===== config.mk =====
export PLATFORM = sky130hd
export DESIGN_NAME = ooo_backend_top
export DESIGN_NICKNAME = d
export VERILOG_FILES = /design/src/rtl/isa_pkg.sv /design/src/rtl/backend_pkg.sv /design/src/rtl/ooo_backend_top.sv /design/src/rtl/reorder_buffer.sv /design/src/rtl/wb_arbiter.sv /design/src/rtl/result_buffer.sv /design/src/rtl/branch_unit.sv /design/src/rtl/alu_unit.sv /design/src/rtl/issue_stage.sv
export VERILOG_INCLUDE_DIRS = /design/src /design/src/rtl
export SDC_FILE = /design/constraint.sdc
export NUM_CORES = 2
export LEC_CHECK = 0
export BUFFER_PORTS_ARGS = -buffer_cell sky130_fd_sc_hd__buf_4
export CORE_UTILIZATION = 65
export DETAILED_ROUTE_END_ITERATION = 12
export GPL_TIMING_DRIVEN = 0
export HOLD_SLACK_MARGIN = 0.15
export PLACE_DENSITY = 0.83
export SYNTH_ARGS = -nofsm -noshare
export SYNTH_HDL_FRONTEND = slang
export SYNTH_SLANG_ARGS = --single-unit
export TNS_END_PERCENT = 20

===== constraint.sdc =====
create_clock -name clk_i -period 9.3 [get_ports clk_i]
set_clock_uncertainty 0.05 [all_clocks]
set_input_delay 1.86 -clock clk_i [delete_from_list [all_inputs] [get_ports clk_i]]
set_output_delay 1.86 -clock clk_i [all_outputs]
set_load 0.02 [all_outputs]

===== src/rtl/ooo_backend_consts.svh =====
`ifndef OOO_BACKEND_CONSTS_SVH
`define OOO_BACKEND_CONSTS_SVH

// operand and result width
`define DATA_W 32
// architectural destination register number
`define AREG_W 5
// reorder buffer entries, also the initial credit count
`define ROB_DEPTH 8
// log2 of the reorder buffer depth
`define TAG_W 3

`endif

===== src/rtl/isa_pkg.sv =====
`default_nettype none

`include "ooo_backend_consts.svh"

package isa_pkg;

    // functional unit selection
    typedef enum logic {
        OP_ALU    = 1'b0,
        OP_BRANCH = 1'b1
    } op_class_t;

    // alu operation encodings
    typedef enum logic [2:0] {
        ALU_ADD = 3'd0,
        ALU_SUB = 3'd1,
        ALU_AND = 3'd2,
        ALU_OR  = 3'd3,
        ALU_XOR = 3'd4
    } alu_func_t;

    // branch compare, ltu is unsigned
    typedef enum logic {
        BR_EQ  = 1'b0,
        BR_LTU = 1'b1
    } br_cond_t;

    // decoded op with operand values already read
    typedef struct packed {
        op_class_t               op_class;
        alu_func_t               func;
        br_cond_t                cond;
        logic [`AREG_W-1:0]      rd;
        logic [`DATA_W-1:0]      src_a;
        logic [`DATA_W-1:0]      src_b;
        logic [`DATA_W-1:0]      pc;
        logic [`DATA_W-1:0]      imm;
    } issue_op_t;

endpackage

`default_nettype wire


===== src/rtl/backend_pkg.sv =====
`default_nettype none

`include "ooo_backend_consts.svh"

package backend_pkg;

    // index into the reorder buffer
    typedef logic [`TAG_W-1:0] rob_tag_t;

    // ------------------------------------------------------------------------
    // unit side views of an issued op
    // ------------------------------------------------------------------------
    typedef struct packed {
        rob_tag_t                tag;
        isa_pkg::alu_func_t      func;
        logic [`AREG_W-1:0]      rd;
        logic [`DATA_W-1:0]      src_a;
        logic [`DATA_W-1:0]      src_b;
    } alu_op_t;

    typedef struct packed {
        rob_tag_t                tag;
        isa_pkg::br_cond_t       cond;
        logic [`AREG_W-1:0]      rd;
        logic [`DATA_W-1:0]      src_a;
        logic [`DATA_W-1:0]      src_b;
        logic [`DATA_W-1:0]      pc;
        logic [`DATA_W-1:0]      imm;
    } br_op_t;

    // ------------------------------------------------------------------------
    // unit results, writeback and retire
    // ------------------------------------------------------------------------
    typedef struct packed {
        rob_tag_t                tag;
        logic [`AREG_W-1:0]      rd;
        logic [`DATA_W-1:0]      value;
    } alu_result_t;

    // link is pc+4, target is the resolved next pc
    typedef struct packed {
        rob_tag_t                tag;
        logic [`AREG_W-1:0]      rd;
        logic [`DATA_W-1:0]      link;
        logic                    taken;
        logic [`DATA_W-1:0]      target;
    } br_result_t;

    // union of both result kinds
    typedef struct packed {
        rob_tag_t                tag;
        logic [`AREG_W-1:0]      rd;
        logic [`DATA_W-1:0]      value;
        logic                    is_branch;
        logic                    taken;
        logic [`DATA_W-1:0]      target;
    } wb_packet_t;

    typedef struct packed {
        rob_tag_t                tag;
        logic [`AREG_W-1:0]      rd;
        logic [`DATA_W-1:0]      value;
        logic                    is_branch;
        logic                    taken;
        logic [`DATA_W-1:0]      target;
    } commit_rec_t;

endpackage

`default_nettype wire


===== src/rtl/ooo_backend_top.sv =====
`default_nettype none
`timescale 1ns/100ps

module ooo_backend_top (
    input  wire logic                  clk_i,
    input  wire logic                  rst_n_i,
    input  wire logic                  op_valid_i,
    input  wire isa_pkg::issue_op_t    op_i,
    output logic                       commit_valid_o,
    output backend_pkg::commit_rec_t   commit_o,
    output logic                       credit_o
);

    import backend_pkg::*;

    // ------------------------------------------------------------------------
    // issue to units
    // ------------------------------------------------------------------------
    logic        alu_valid;
    alu_op_t     alu_op;
    logic        br_valid;
    br_op_t      br_op;
    logic        alloc_valid;

    // units to result buffers
    logic        alu_res_valid;
    alu_result_t alu_res;
    logic        br_res_valid;
    br_result_t  br_res;

    // buffer heads and pops
    logic        alu_head_valid;
    alu_result_t alu_head;
    logic        alu_pop;
    logic        br_head_valid;
    br_result_t  br_head;
    logic        br_pop;

    // writeback into the rob
    logic        wb_valid;
    wb_packet_t  wb_packet;

    issue_stage issue_stage_inst (
        .clk_i         (clk_i),
        .rst_n_i       (rst_n_i),
        .op_valid_i    (op_valid_i),
        .op_i          (op_i),
        .alu_valid_o   (alu_valid),
        .alu_op_o      (alu_op),
        .br_valid_o    (br_valid),
        .br_op_o       (br_op),
        .alloc_valid_o (alloc_valid)
    );

    alu_unit alu_unit_inst (
        .clk_i       (clk_i),
        .rst_n_i     (rst_n_i),
        .op_valid_i  (alu_valid),
        .op_i        (alu_op),
        .res_valid_o (alu_res_valid),
        .res_o       (alu_res)
    );

    branch_unit branch_unit_inst (
        .clk_i       (clk_i),
        .rst_n_i     (rst_n_i),
        .op_valid_i  (br_valid),
        .op_i        (br_op),
        .res_valid_o (br_res_valid),
        .res_o       (br_res)
    );

    result_buffer #(.payload_t(alu_result_t)) alu_buffer_inst (
        .clk_i        (clk_i),
        .rst_n_i      (rst_n_i),
        .push_i       (alu_res_valid),
        .push_data_i  (alu_res),
        .pop_i        (alu_pop),
        .head_valid_o (alu_head_valid),
        .head_o       (alu_head)
    );

    result_buffer #(.payload_t(br_result_t)) br_buffer_inst (
        .clk_i        (clk_i),
        .rst_n_i      (rst_n_i),
        .push_i       (br_res_valid),
        .push_data_i  (br_res),
        .pop_i        (br_pop),
        .head_valid_o (br_head_valid),
        .head_o       (br_head)
    );

    wb_arbiter wb_arbiter_inst (
        .alu_valid_i (alu_head_valid),
        .alu_res_i   (alu_head),
        .alu_pop_o   (alu_pop),
        .br_valid_i  (br_head_valid),
        .br_res_i    (br_head),
        .br_pop_o    (br_pop),
        .wb_valid_o  (wb_valid),
        .wb_o        (wb_packet)
    );

    reorder_buffer reorder_buffer_inst (
        .clk_i          (clk_i),
        .rst_n_i        (rst_n_i),
        .alloc_valid_i  (alloc_valid),
        .wb_valid_i     (wb_valid),
        .wb_i           (wb_packet),
        .commit_valid_o (commit_valid_o),
        .commit_o       (commit_o),
        .credit_o       (credit_o)
    );

endmodule

`default_nettype wire


===== src/rtl/reorder_buffer.sv =====
`default_nettype none
`timescale 1ns/100ps

`include "ooo_backend_consts.svh"

module reorder_buffer (
    input  wire logic                      clk_i,
    input  wire logic                      rst_n_i,
    input  wire logic                      alloc_valid_i,
    input  wire logic                      wb_valid_i,
    input  wire backend_pkg::wb_packet_t   wb_i,
    output logic                           commit_valid_o,
    output backend_pkg::commit_rec_t       commit_o,
    output logic                           credit_o
);

    import backend_pkg::*;

    rob_tag_t              head_q;
    rob_tag_t              tail_q;
    logic [`ROB_DEPTH-1:0] busy_q;
    logic [`ROB_DEPTH-1:0] done_q;
    wb_packet_t            entry_q [`ROB_DEPTH];
    logic                  retire;

    // oldest entry finished
    assign retire = busy_q[head_q] && done_q[head_q];

    // one credit back per retired entry, same cycle as the record
    assign credit_o = commit_valid_o;

    // ------------------------------------------------------------------------
    // allocation, completion and in-order retire
    // ------------------------------------------------------------------------
    always_ff @(posedge clk_i or negedge rst_n_i) begin
        if (!rst_n_i) begin
            head_q         <= '0;
            tail_q         <= '0;
            busy_q         <= '0;
            done_q         <= '0;
            commit_valid_o <= 1'b0;
        end else begin
            commit_valid_o <= retire;
            if (retire) begin
                busy_q[head_q] <= 1'b0;
                head_q         <= head_q + 1'b1;
            end
            // completion lands on the tag slot
            if (wb_valid_i) begin
                done_q[wb_i.tag] <= 1'b1;
            end
            // alloc last, a freed slot may be reused
            if (alloc_valid_i) begin
                busy_q[tail_q] <= 1'b1;
                done_q[tail_q] <= 1'b0;
                tail_q         <= tail_q + 1'b1;
            end
        end
    end

    // packet storage
    always_ff @(posedge clk_i) begin
        if (wb_valid_i) begin
            entry_q[wb_i.tag] <= wb_i;
        end
    end

    // commit record
    always_ff @(posedge clk_i) begin
        if (retire) begin
            commit_o.tag       <= entry_q[head_q].tag;
            commit_o.rd        <= entry_q[head_q].rd;
            commit_o.value     <= entry_q[head_q].value;
            commit_o.is_branch <= entry_q[head_q].is_branch;
            commit_o.taken     <= entry_q[head_q].taken;
            commit_o.target    <= entry_q[head_q].target;
        end
    end

endmodule

`default_nettype wire


===== src/rtl/wb_arbiter.sv =====
`default_nettype none
`timescale 1ns/100ps

module wb_arbiter (
    input  wire logic                      alu_valid_i,
    input  wire backend_pkg::alu_result_t  alu_res_i,
    output logic                           alu_pop_o,
    input  wire logic                      br_valid_i,
    input  wire backend_pkg::br_result_t   br_res_i,
    output logic                           br_pop_o,
    output logic                           wb_valid_o,
    output backend_pkg::wb_packet_t        wb_o
);

    // alu head always wins, branch only when alu empty
    assign alu_pop_o  = alu_valid_i;
    assign br_pop_o   = br_valid_i && !alu_valid_i;
    assign wb_valid_o = alu_valid_i || br_valid_i;

    // packet mux
    always_comb begin
        wb_o = '0;
        if (alu_valid_i) begin
            wb_o.tag   = alu_res_i.tag;
            wb_o.rd    = alu_res_i.rd;
            wb_o.value = alu_res_i.value;
            // branch fields stay zero
        end else if (br_valid_i) begin
            wb_o.tag       = br_res_i.tag;
            wb_o.rd        = br_res_i.rd;
            wb_o.value     = br_res_i.link;
            wb_o.is_branch = 1'b1;
            wb_o.taken     = br_res_i.taken;
            wb_o.target    = br_res_i.target;
        end
    end

endmodule

`default_nettype wire


===== src/rtl/result_buffer.sv =====
`default_nettype none
`timescale 1ns/100ps

`include "ooo_backend_consts.svh"

module result_buffer #(
    parameter type payload_t = logic
) (
    input  wire logic        clk_i,
    input  wire logic        rst_n_i,
    input  wire logic        push_i,
    input  wire payload_t    push_data_i,
    input  wire logic        pop_i,
    output logic             head_valid_o,
    output payload_t         head_o
);

    // one slot per rob entry, can never fill past that
    payload_t             mem_q [`ROB_DEPTH];
    logic [`TAG_W-1:0]    wr_ptr_q;
    logic [`TAG_W-1:0]    rd_ptr_q;
    logic [`TAG_W:0]      count_q;

    assign head_valid_o = (count_q != '0);
    assign head_o       = mem_q[rd_ptr_q];

    // ------------------------------------------------------------------------
    // pointers and occupancy
    // ------------------------------------------------------------------------
    always_ff @(posedge clk_i or negedge rst_n_i) begin
        if (!rst_n_i) begin
            wr_ptr_q <= '0;
            rd_ptr_q <= '0;
            count_q  <= '0;
        end else begin
            if (push_i) begin
                wr_ptr_q <= wr_ptr_q + 1'b1;
            end
            if (pop_i) begin
                rd_ptr_q <= rd_ptr_q + 1'b1;
            end
            case ({push_i, pop_i})
                2'b10:   count_q <= count_q + 1'b1;
                2'b01:   count_q <= count_q - 1'b1;
                default: count_q <= count_q;
            endcase
        end
    end

    // storage
    always_ff @(posedge clk_i) begin
        if (push_i) begin
            mem_q[wr_ptr_q] <= push_data_i;
        end
    end

endmodule

`default_nettype wire


===== src/rtl/branch_unit.sv =====
`default_nettype none
`timescale 1ns/100ps

`include "ooo_backend_consts.svh"

module branch_unit (
    input  wire logic                  clk_i,
    input  wire logic                  rst_n_i,
    input  wire logic                  op_valid_i,
    input  wire backend_pkg::br_op_t   op_i,
    output logic                       res_valid_o,
    output backend_pkg::br_result_t    res_o
);

    import isa_pkg::*;

    logic               taken;
    logic [`DATA_W-1:0] link;

    // eq or unsigned less-than
    assign taken = (op_i.cond == BR_EQ) ? (op_i.src_a == op_i.src_b)
                                        : (op_i.src_a < op_i.src_b);
    // fall-through pc doubles as the link value
    assign link  = op_i.pc + `DATA_W'(4);

    always_ff @(posedge clk_i or negedge rst_n_i) begin
        if (!rst_n_i) begin
            res_valid_o <= 1'b0;
        end else begin
            res_valid_o <= op_valid_i;
        end
    end

    always_ff @(posedge clk_i) begin
        if (op_valid_i) begin
            res_o.tag    <= op_i.tag;
            res_o.rd     <= op_i.rd;
            res_o.link   <= link;
            res_o.taken  <= taken;
            // not taken goes to pc+4
            res_o.target <= taken ? (op_i.pc + op_i.imm) : link;
        end
    end

endmodule

`default_nettype wire


===== src/rtl/alu_unit.sv =====
`default_nettype none
`timescale 1ns/100ps

module alu_unit (
    input  wire logic                  clk_i,
    input  wire logic                  rst_n_i,
    input  wire logic                  op_valid_i,
    input  wire backend_pkg::alu_op_t  op_i,
    output logic                       res_valid_o,
    output backend_pkg::alu_result_t   res_o
);

    import isa_pkg::*;
    import backend_pkg::*;

    alu_result_t res_d;

    // combinational result, arithmetic wraps
    always_comb begin
        res_d.tag = op_i.tag;
        res_d.rd  = op_i.rd;
        case (op_i.func)
            ALU_ADD: res_d.value = op_i.src_a + op_i.src_b;
            ALU_SUB: res_d.value = op_i.src_a - op_i.src_b;
            ALU_AND: res_d.value = op_i.src_a & op_i.src_b;
            ALU_OR:  res_d.value = op_i.src_a | op_i.src_b;
            ALU_XOR: res_d.value = op_i.src_a ^ op_i.src_b;
            default: res_d.value = '0;
        endcase
    end

    always_ff @(posedge clk_i or negedge rst_n_i) begin
        if (!rst_n_i) begin
            res_valid_o <= 1'b0;
        end else begin
            res_valid_o <= op_valid_i;
        end
    end

    // result payload
    always_ff @(posedge clk_i) begin
        if (op_valid_i) begin
            res_o <= res_d;
        end
    end

endmodule

`default_nettype wire


===== src/rtl/issue_stage.sv =====
`default_nettype none
`timescale 1ns/100ps

module issue_stage (
    input  wire logic                  clk_i,
    input  wire logic                  rst_n_i,
    input  wire logic                  op_valid_i,
    input  wire isa_pkg::issue_op_t    op_i,
    output logic                       alu_valid_o,
    output backend_pkg::alu_op_t       alu_op_o,
    output logic                       br_valid_o,
    output backend_pkg::br_op_t        br_op_o,
    output logic                       alloc_valid_o
);

    import isa_pkg::*;
    import backend_pkg::*;

    // next tag to hand out, tracks the rob tail
    rob_tag_t tag_q;

    // rob reserves its entry on the accepting edge
    assign alloc_valid_o = op_valid_i;

    // control, one unit valid per accepted op
    always_ff @(posedge clk_i or negedge rst_n_i) begin
        if (!rst_n_i) begin
            alu_valid_o <= 1'b0;
            br_valid_o  <= 1'b0;
            tag_q       <= '0;
        end else begin
            alu_valid_o <= op_valid_i && (op_i.op_class == OP_ALU);
            br_valid_o  <= op_valid_i && (op_i.op_class == OP_BRANCH);
            if (op_valid_i) begin
                // wraps with the rob depth
                tag_q <= tag_q + 1'b1;
            end
        end
    end

    // payload, both views loaded, only one gets a valid
    always_ff @(posedge clk_i) begin
        if (op_valid_i) begin
            alu_op_o.tag   <= tag_q;
            alu_op_o.func  <= op_i.func;
            alu_op_o.rd    <= op_i.rd;
            alu_op_o.src_a <= op_i.src_a;
            alu_op_o.src_b <= op_i.src_b;
            br_op_o.tag    <= tag_q;
            br_op_o.cond   <= op_i.cond;
            br_op_o.rd     <= op_i.rd;
            br_op_o.src_a  <= op_i.src_a;
            br_op_o.src_b  <= op_i.src_b;
            br_op_o.pc     <= op_i.pc;
            br_op_o.imm    <= op_i.imm;
        end
    end

endmodule

`default_nettype wire


## Word-level counts from Yosys, hierarchy flattened

Memories as Yosys holds them, arrays and structs flattened. A register that Yosys moved wholly into a read port is not among the register bits.
Index checks and enable logic that the tools add are counted.

| storage, ports and cells | value |
|---|---|
| register bits after elaboration | 303 |
| latch bits | 0 |
| bits in writable memories | 1,496 |
| ROM bits | 0 |
| bits of input ports | 141 |
| output and inout bits | 76 |
| logic and storage cells | 118 |
| memories | 3 |

| operators by class | value |
|---|---|
| $add $sub $neg | 15 |
| $mul | 0 |
| div/mod/pow operators | 0 |
| order comparisons | 7 |
| equality and inequality tests | 9 |
| shift-type cells | 0 |
| multiplexer cells | 28 |
| bitwise operators | 10 |
| reduce and logical (&&, ||, !) cells | 14 |

Memories:

| name | depth | bits a word | rd ports | clocked after memory_dff | wr ports | RTL line | source |
|---|---|---|---|---|---|---|---|
| reorder_buffer_inst.entry_q | 8 | 74 | 1 | 1 | 1 | reorder_buffer.sv:23 | `` wb_packet_t entry_q [`ROB_DEPTH]; `` |
| br_buffer_inst.mem_q | 8 | 73 | 1 | 0 | 1 | result_buffer.sv:19 | `` payload_t mem_q [`ROB_DEPTH]; `` |
| alu_buffer_inst.mem_q | 8 | 40 | 1 | 0 | 1 | result_buffer.sv:19 |  |

Operator list:

| operator | count |
|---|---|
| 32-bit case mux with 5 select lines | 1 |
| 74-bit 2-to-1 mux | 1 |
| 32-bit adder | 2 |
| 40-bit 2-to-1 mux | 1 |
| 34-bit 2-to-1 mux | 1 |
| 32-bit by 3-bit adder with 32-bit output (second input constant) | 1 |
| 32-bit bitwise AND | 1 |
| 32-bit equality test | 1 |
| 32-bit less-than comparator | 1 |
| 32-bit 2-to-1 mux | 1 |
| 8-bit 2-to-1 mux | 4 |
| 32-bit OR | 1 |
| 32-bit subtractor | 1 |
| 32-bit bitwise XOR | 1 |
| 3-bit by 1-bit adder with 3-bit output (second input constant) | 7 |
| 8-bit bitwise AND | 2 |
| 8-bit inverter | 2 |
| 8-bit OR | 2 |
| 4-bit case mux with 2 select lines | 2 |
| 3-bit by 4-bit less-than comparator with 1-bit output (second input constant) | 3 |
| 1-bit 2-to-1 mux | 12 |
| 1-bit demux with 3-bit select | 3 |
| 3-bit by 1-bit >= comparator with 1-bit output (second input constant) | 3 |
| 4-bit by 1-bit adder with 4-bit output (second input constant) | 2 |
| 14 further kinds | 27 |

## Longest topological paths before layout

| depth | value |
|---|---|
| depth in word-level cells | 11 |
| mapped depth | 14 |
| mapped depth without buffers | 12 |

## By module

Synthesis repeated with hierarchy kept, for this count alone.

| second synthesis, totals | value |
|---|---|
| cell total of the unflattened synthesis | 4,155 |
| area, all modules | 77,733.3 µm² |

By module, submodules not included:

| module | times used | cells an instance | area an instance (µm²) | seq. area each (µm²) |
|---|---|---|---|---|
| reorder_buffer | 1 | 1,206 | 25,647.1 | 20,574.7 |
| result_buffer (br_buffer_inst) | 1 | 897 | 22,474.1 | 17,787.1 |
| result_buffer (alu_buffer_inst) | 1 | 516 | 12,869.8 | 9,859.5 |
| branch_unit | 1 | 571 | 5,786.8 | 2,217.1 |
| alu_unit | 1 | 648 | 5,302.6 | 1,226.2 |
| issue_stage | 1 | 225 | 4,938.5 | 4,329.2 |
| wb_arbiter | 1 | 92 | 714.4 | 0.0 |

## Worst setup path before layout

Ideal clock, no wire load.

| timing path | value |
|---|---|
| kind | reg-to-reg |
| from | reg br_buffer_inst.wr_ptr_q[0] |
| to | mem br_buffer_inst.mem_q[0][0] (netlist name), enable pin |
| setup time | 594 ps |
| arrival time | 5,545 ps |
| data required time | 8,656 ps |
| path slack | 3,111 ps |
| cell stages (with the launch flop) | 3 |
| buffers on the path | 0 |
| clock period less this slack | 6,189 ps |
| path through | dfrtp_1 > nand2b_1 > nor3_1 |

RTL lines:

| element | RTL line | source |
|---|---|---|
| start, declared | result_buffer.sv:20 | `` logic [`TAG_W-1:0] wr_ptr_q; `` |
| start signal, assigned | result_buffer.sv:37 | `wr_ptr_q <= wr_ptr_q + 1'b1;` |
| end, declared | result_buffer.sv:19 |  |

No word-level cell before the write port.

==> impl_metrics.env <==
export IMPL_status="completed"
export IMPL_timing_rr_end="reorder_buffer_inst.entry_q[7][37]"
export IMPL_areaGrowthSynthToFinish_pct=14.2
export IMPL_place_ws_ns=4.91
export IMPL_synth_area_leaders="edfxtp_1 72%, mux4_2 11%, ha_1 2.4%"
export IMPL_grt_pass1_wl_mm=295
export IMPL_nets=4774
export IMPL_synth_edf_count=1823
export IMPL_vias=43008
export IMPL_yosysTopAreaCell="edfxtp_1"
export IMPL_end_kind="flop"
export IMPL_grt_max_degree=87
export IMPL_gp_congestion=0.926
export IMPL_wirelength_mm=206
export IMPL_grt_pass1_vias=42692
export IMPL_switchingPower_mw=10.2
export IMPL_antenna_found_initial=4
export IMPL_post_cts_buffers=0
export IMPL_critPathArrivalTime_ns=5.30
export IMPL_antenna_left=0
export IMPL_syn_cell_area_mm2=0.0765
export IMPL_fillers=6015
export IMPL_cts_clk_slew_worst_paths_ns=0.07
export IMPL_clkSinkCount=1873
export IMPL_die_h_um=345
export IMPL_instances_no_fill=6150
export IMPL_port_buffers=216
export IMPL_syn_area_per_cell_um2=19.1
export IMPL_post_place_cells=5826
export IMPL_crit_path_start_kind="flop"
export IMPL_clock_fmax_mhz=205
export IMPL_drc=0
export IMPL_cts_repair_resize_count=0
export IMPL_worstMarginPinSlew_ns=1.31
export IMPL_hold_violations=0
export IMPL_via_per_inst=6.99
export IMPL_finalCriticalPeriod_ns=4.87
export IMPL_yosysSeqAreaShare_pct=73.2
export IMPL_startpoint="br_buffer_inst.rd_ptr_q[0]"
export IMPL_clock_latency_ns=0.80
export IMPL_p_int_mw=20.3
export IMPL_cts_buffers=175
export IMPL_ys_warn_count=0
export IMPL_total_power_mw=30.5
export IMPL_required_ns=9.73
export IMPL_synth_top_cell_area_share_pct=71.6
export IMPL_mostFrequentLayoutCell="edfxtp_1"
export IMPL_path_class="reg2reg"
export IMPL_h_tree_depth=4
export IMPL_io_pins=217
export IMPL_wire_per_inst_um=33.5
export IMPL_reg2regPathDepth=9
export IMPL_synthCells=4005
export IMPL_netSwitchingFraction_pct=33.5
export IMPL_async_flop_share_pct=2.67
export IMPL_overflow=0
export IMPL_hold_class="reg2reg"
export IMPL_cts_root_buf="clkbuf_16"
export IMPL_vdd_ir_drop_max_mv=0.256
export IMPL_pwr_share_clk_pct=23.5
export IMPL_relSlewSlack_pct=12.6
export IMPL_core_mm2=0.116
export IMPL_initial_utilization_pct=65.7
export IMPL_ys_types=86
export IMPL_min_to="issue_stage_inst.alu_op_o[74]"
export IMPL_min_from="issue_stage_inst.tag_q[2]"
export IMPL_rrSetupSlack_ns=4.43
export IMPL_p_leak_nw=29.7
export IMPL_power_share_combinational_pct=32.4
export IMPL_drt_initial_drc_count=6651
export IMPL_pwr_share_seq_pct=44.1
export IMPL_r2r_start="br_buffer_inst.rd_ptr_q[0]"
export IMPL_rows=125
export IMPL_final_area_mm2=0.0873
export IMPL_ys_flop_type="edfxtp_1"
export IMPL_rsz0062_at_grt="false"
export IMPL_setup_violations=0
export IMPL_ys_ff_latch=1873
export IMPL_drv_slew=0
export IMPL_fp_dieW_um=345
export IMPL_fin_ws_ns=4.43
export IMPL_grtUsageTotal_pct=35.0
export IMPL_dieArea_mm2=0.119
export IMPL_cts_hold_buf=0
export IMPL_cts_buffer_depth=3
export IMPL_cap_violations=0
export IMPL_hpwl_mm=123
export IMPL_syn_nets=4300
export IMPL_drive_gt1_share_pct=24.2
export IMPL_cts_tree="built"
export IMPL_placed_area_mm2=0.0817
export IMPL_power_density_mw_per_mm2=349
export IMPL_layout_common_cells="1,823 x edfxtp_1, 376 x mux4_2, 222 x buf_4, 177 x clkbuf_16, 156 x nor2_1"
export IMPL_whs_path_depth=0
export IMPL_crit_path_max_fanout=19
export IMPL_finalCritPeriodShare_pct=52.3
export IMPL_dr_pass1_iters=7
[Yosys cell counts (62+ instances only)]
cell      instances
edfxtp_1       1823
clkbuf_1        109
a21oi_1         124
mux2i_1         126
o21ai_0          91
nor2_1          177
inv_1           128
nand2_1         113
ha_1            149
xnor2_1          62
mux4_2          376
mux2_2           84
[cells by family (layout without fill, tap and decap cells)]
kind of cell / count (synthesis) / after routing / share of synthesized area (%)
xor+xnor: 88 / 88 / 1.01
other cells: 0 / 2 / 0
simple gates: 472 / 472 / 2.86
fa+ha+maj: 154 / 154 / 2.57
buf+inv: 317 / 936 / 1.68
flops: 1873 / 1873 / 73.2
compound gates: 491 / 491 / 4.22
mux: 610 / 610 / 14.4
[how the worst max path moves through the flow]
stage / to / slack (ns) / cells after the start
2_1_floorplan: br_buffer_inst.mem_q[0][0] / 3.11 / 2
3_3_place_gp: br_buffer_inst.mem_q[0][20] / -1.88 / 2
3_5_place_dp: reorder_buffer_inst.entry_q[4][21] / 4.91 / 8
4_1_cts: reorder_buffer_inst.entry_q[7][37] / 4.60 / 9
5_1_grt: reorder_buffer_inst.entry_q[7][37] / 4.42 / 9
6_report: reorder_buffer_inst.entry_q[7][37] / 4.43 / 9
[through the flow]
stage | hold slack, ns | utilization, % | TNS, ns
floorplan | 0.371 | - | 0
global placement | 0.405 | 68.7 | -953.49
detailed placement | 0.411 | 70.2 | 0
CTS | 0.445 | 75.0 | 0
global route | 0.460 | 75.0 | 0
finish | 0.439 | 75.0 | 0
[final cells by class]
cell class / instances / area [um2] / area share [%]
Timing Repair Buffer: 297 / 3130 / 3.58
Sequential cell: 1873 / 56000 / 64.1
Tap cell: 1524 / 1910 / 2.18
Buffer: 184 / 788 / 0.903
Inverter: 133 / 499 / 0.572
Clock inverter: 97 / 972 / 1.11
Clock buffer: 225 / 4650 / 5.33
Multi-Input combinational cell: 1815 / 19400 / 22.2
Antenna cell: 2 / 5.00 / 0.00573
[critical path, cell delays in order (launching register included)]
cell and delay (ns):
dfrtp_1 0.46, buf_1 0.79, mux4_2 0.43, mux2i_1 0.11, o22ai_1 0.94, nand2_1 0.45
nor2_4 0.67, buf_16 0.25, buf_16 0.18, buf_16 0.19
[metal layers]
layer / vias up / track usage (%) / routed length [um]
li1: 17098 / - / -
met3: 696 / 7.18 / 24300
met5: - / 0 / 0
met2: 3661 / 56.0 / 99000
met4: 0 / 15.8 / 10900
met1: 21553 / 47.2 / 71600
[registers in the layout (all words and copies together) (netlist names), 40 cells and up]
signal                        cells
alu_unit_inst.res_o              40
reorder_buffer_inst.commit_o     74
reorder_buffer_inst.entry_q     592
alu_buffer_inst.mem_q           320
branch_unit_inst.res_o           73
issue_stage_inst.alu_op_o        75
br_buffer_inst.mem_q            584
issue_stage_inst.br_op_o         65
[power by group through the flow]
stage / Sequential (mW) / Combinational [mW] / Clock [mW]
6_report: 13.4 / 9.88 / 7.18
5_1_grt: 13.5 / 10.2 / 7.46
4_1_cts: 13.4 / 9.75 / 7.16
3_5_place_dp: 13.4 / 9.35 / 0
3_3_place_gp: 13.6 / 8.35 / 0
2_1_floorplan: 13.5 / 5.45 / 0
No activity file was read; power rests on OpenSTA's default activity.
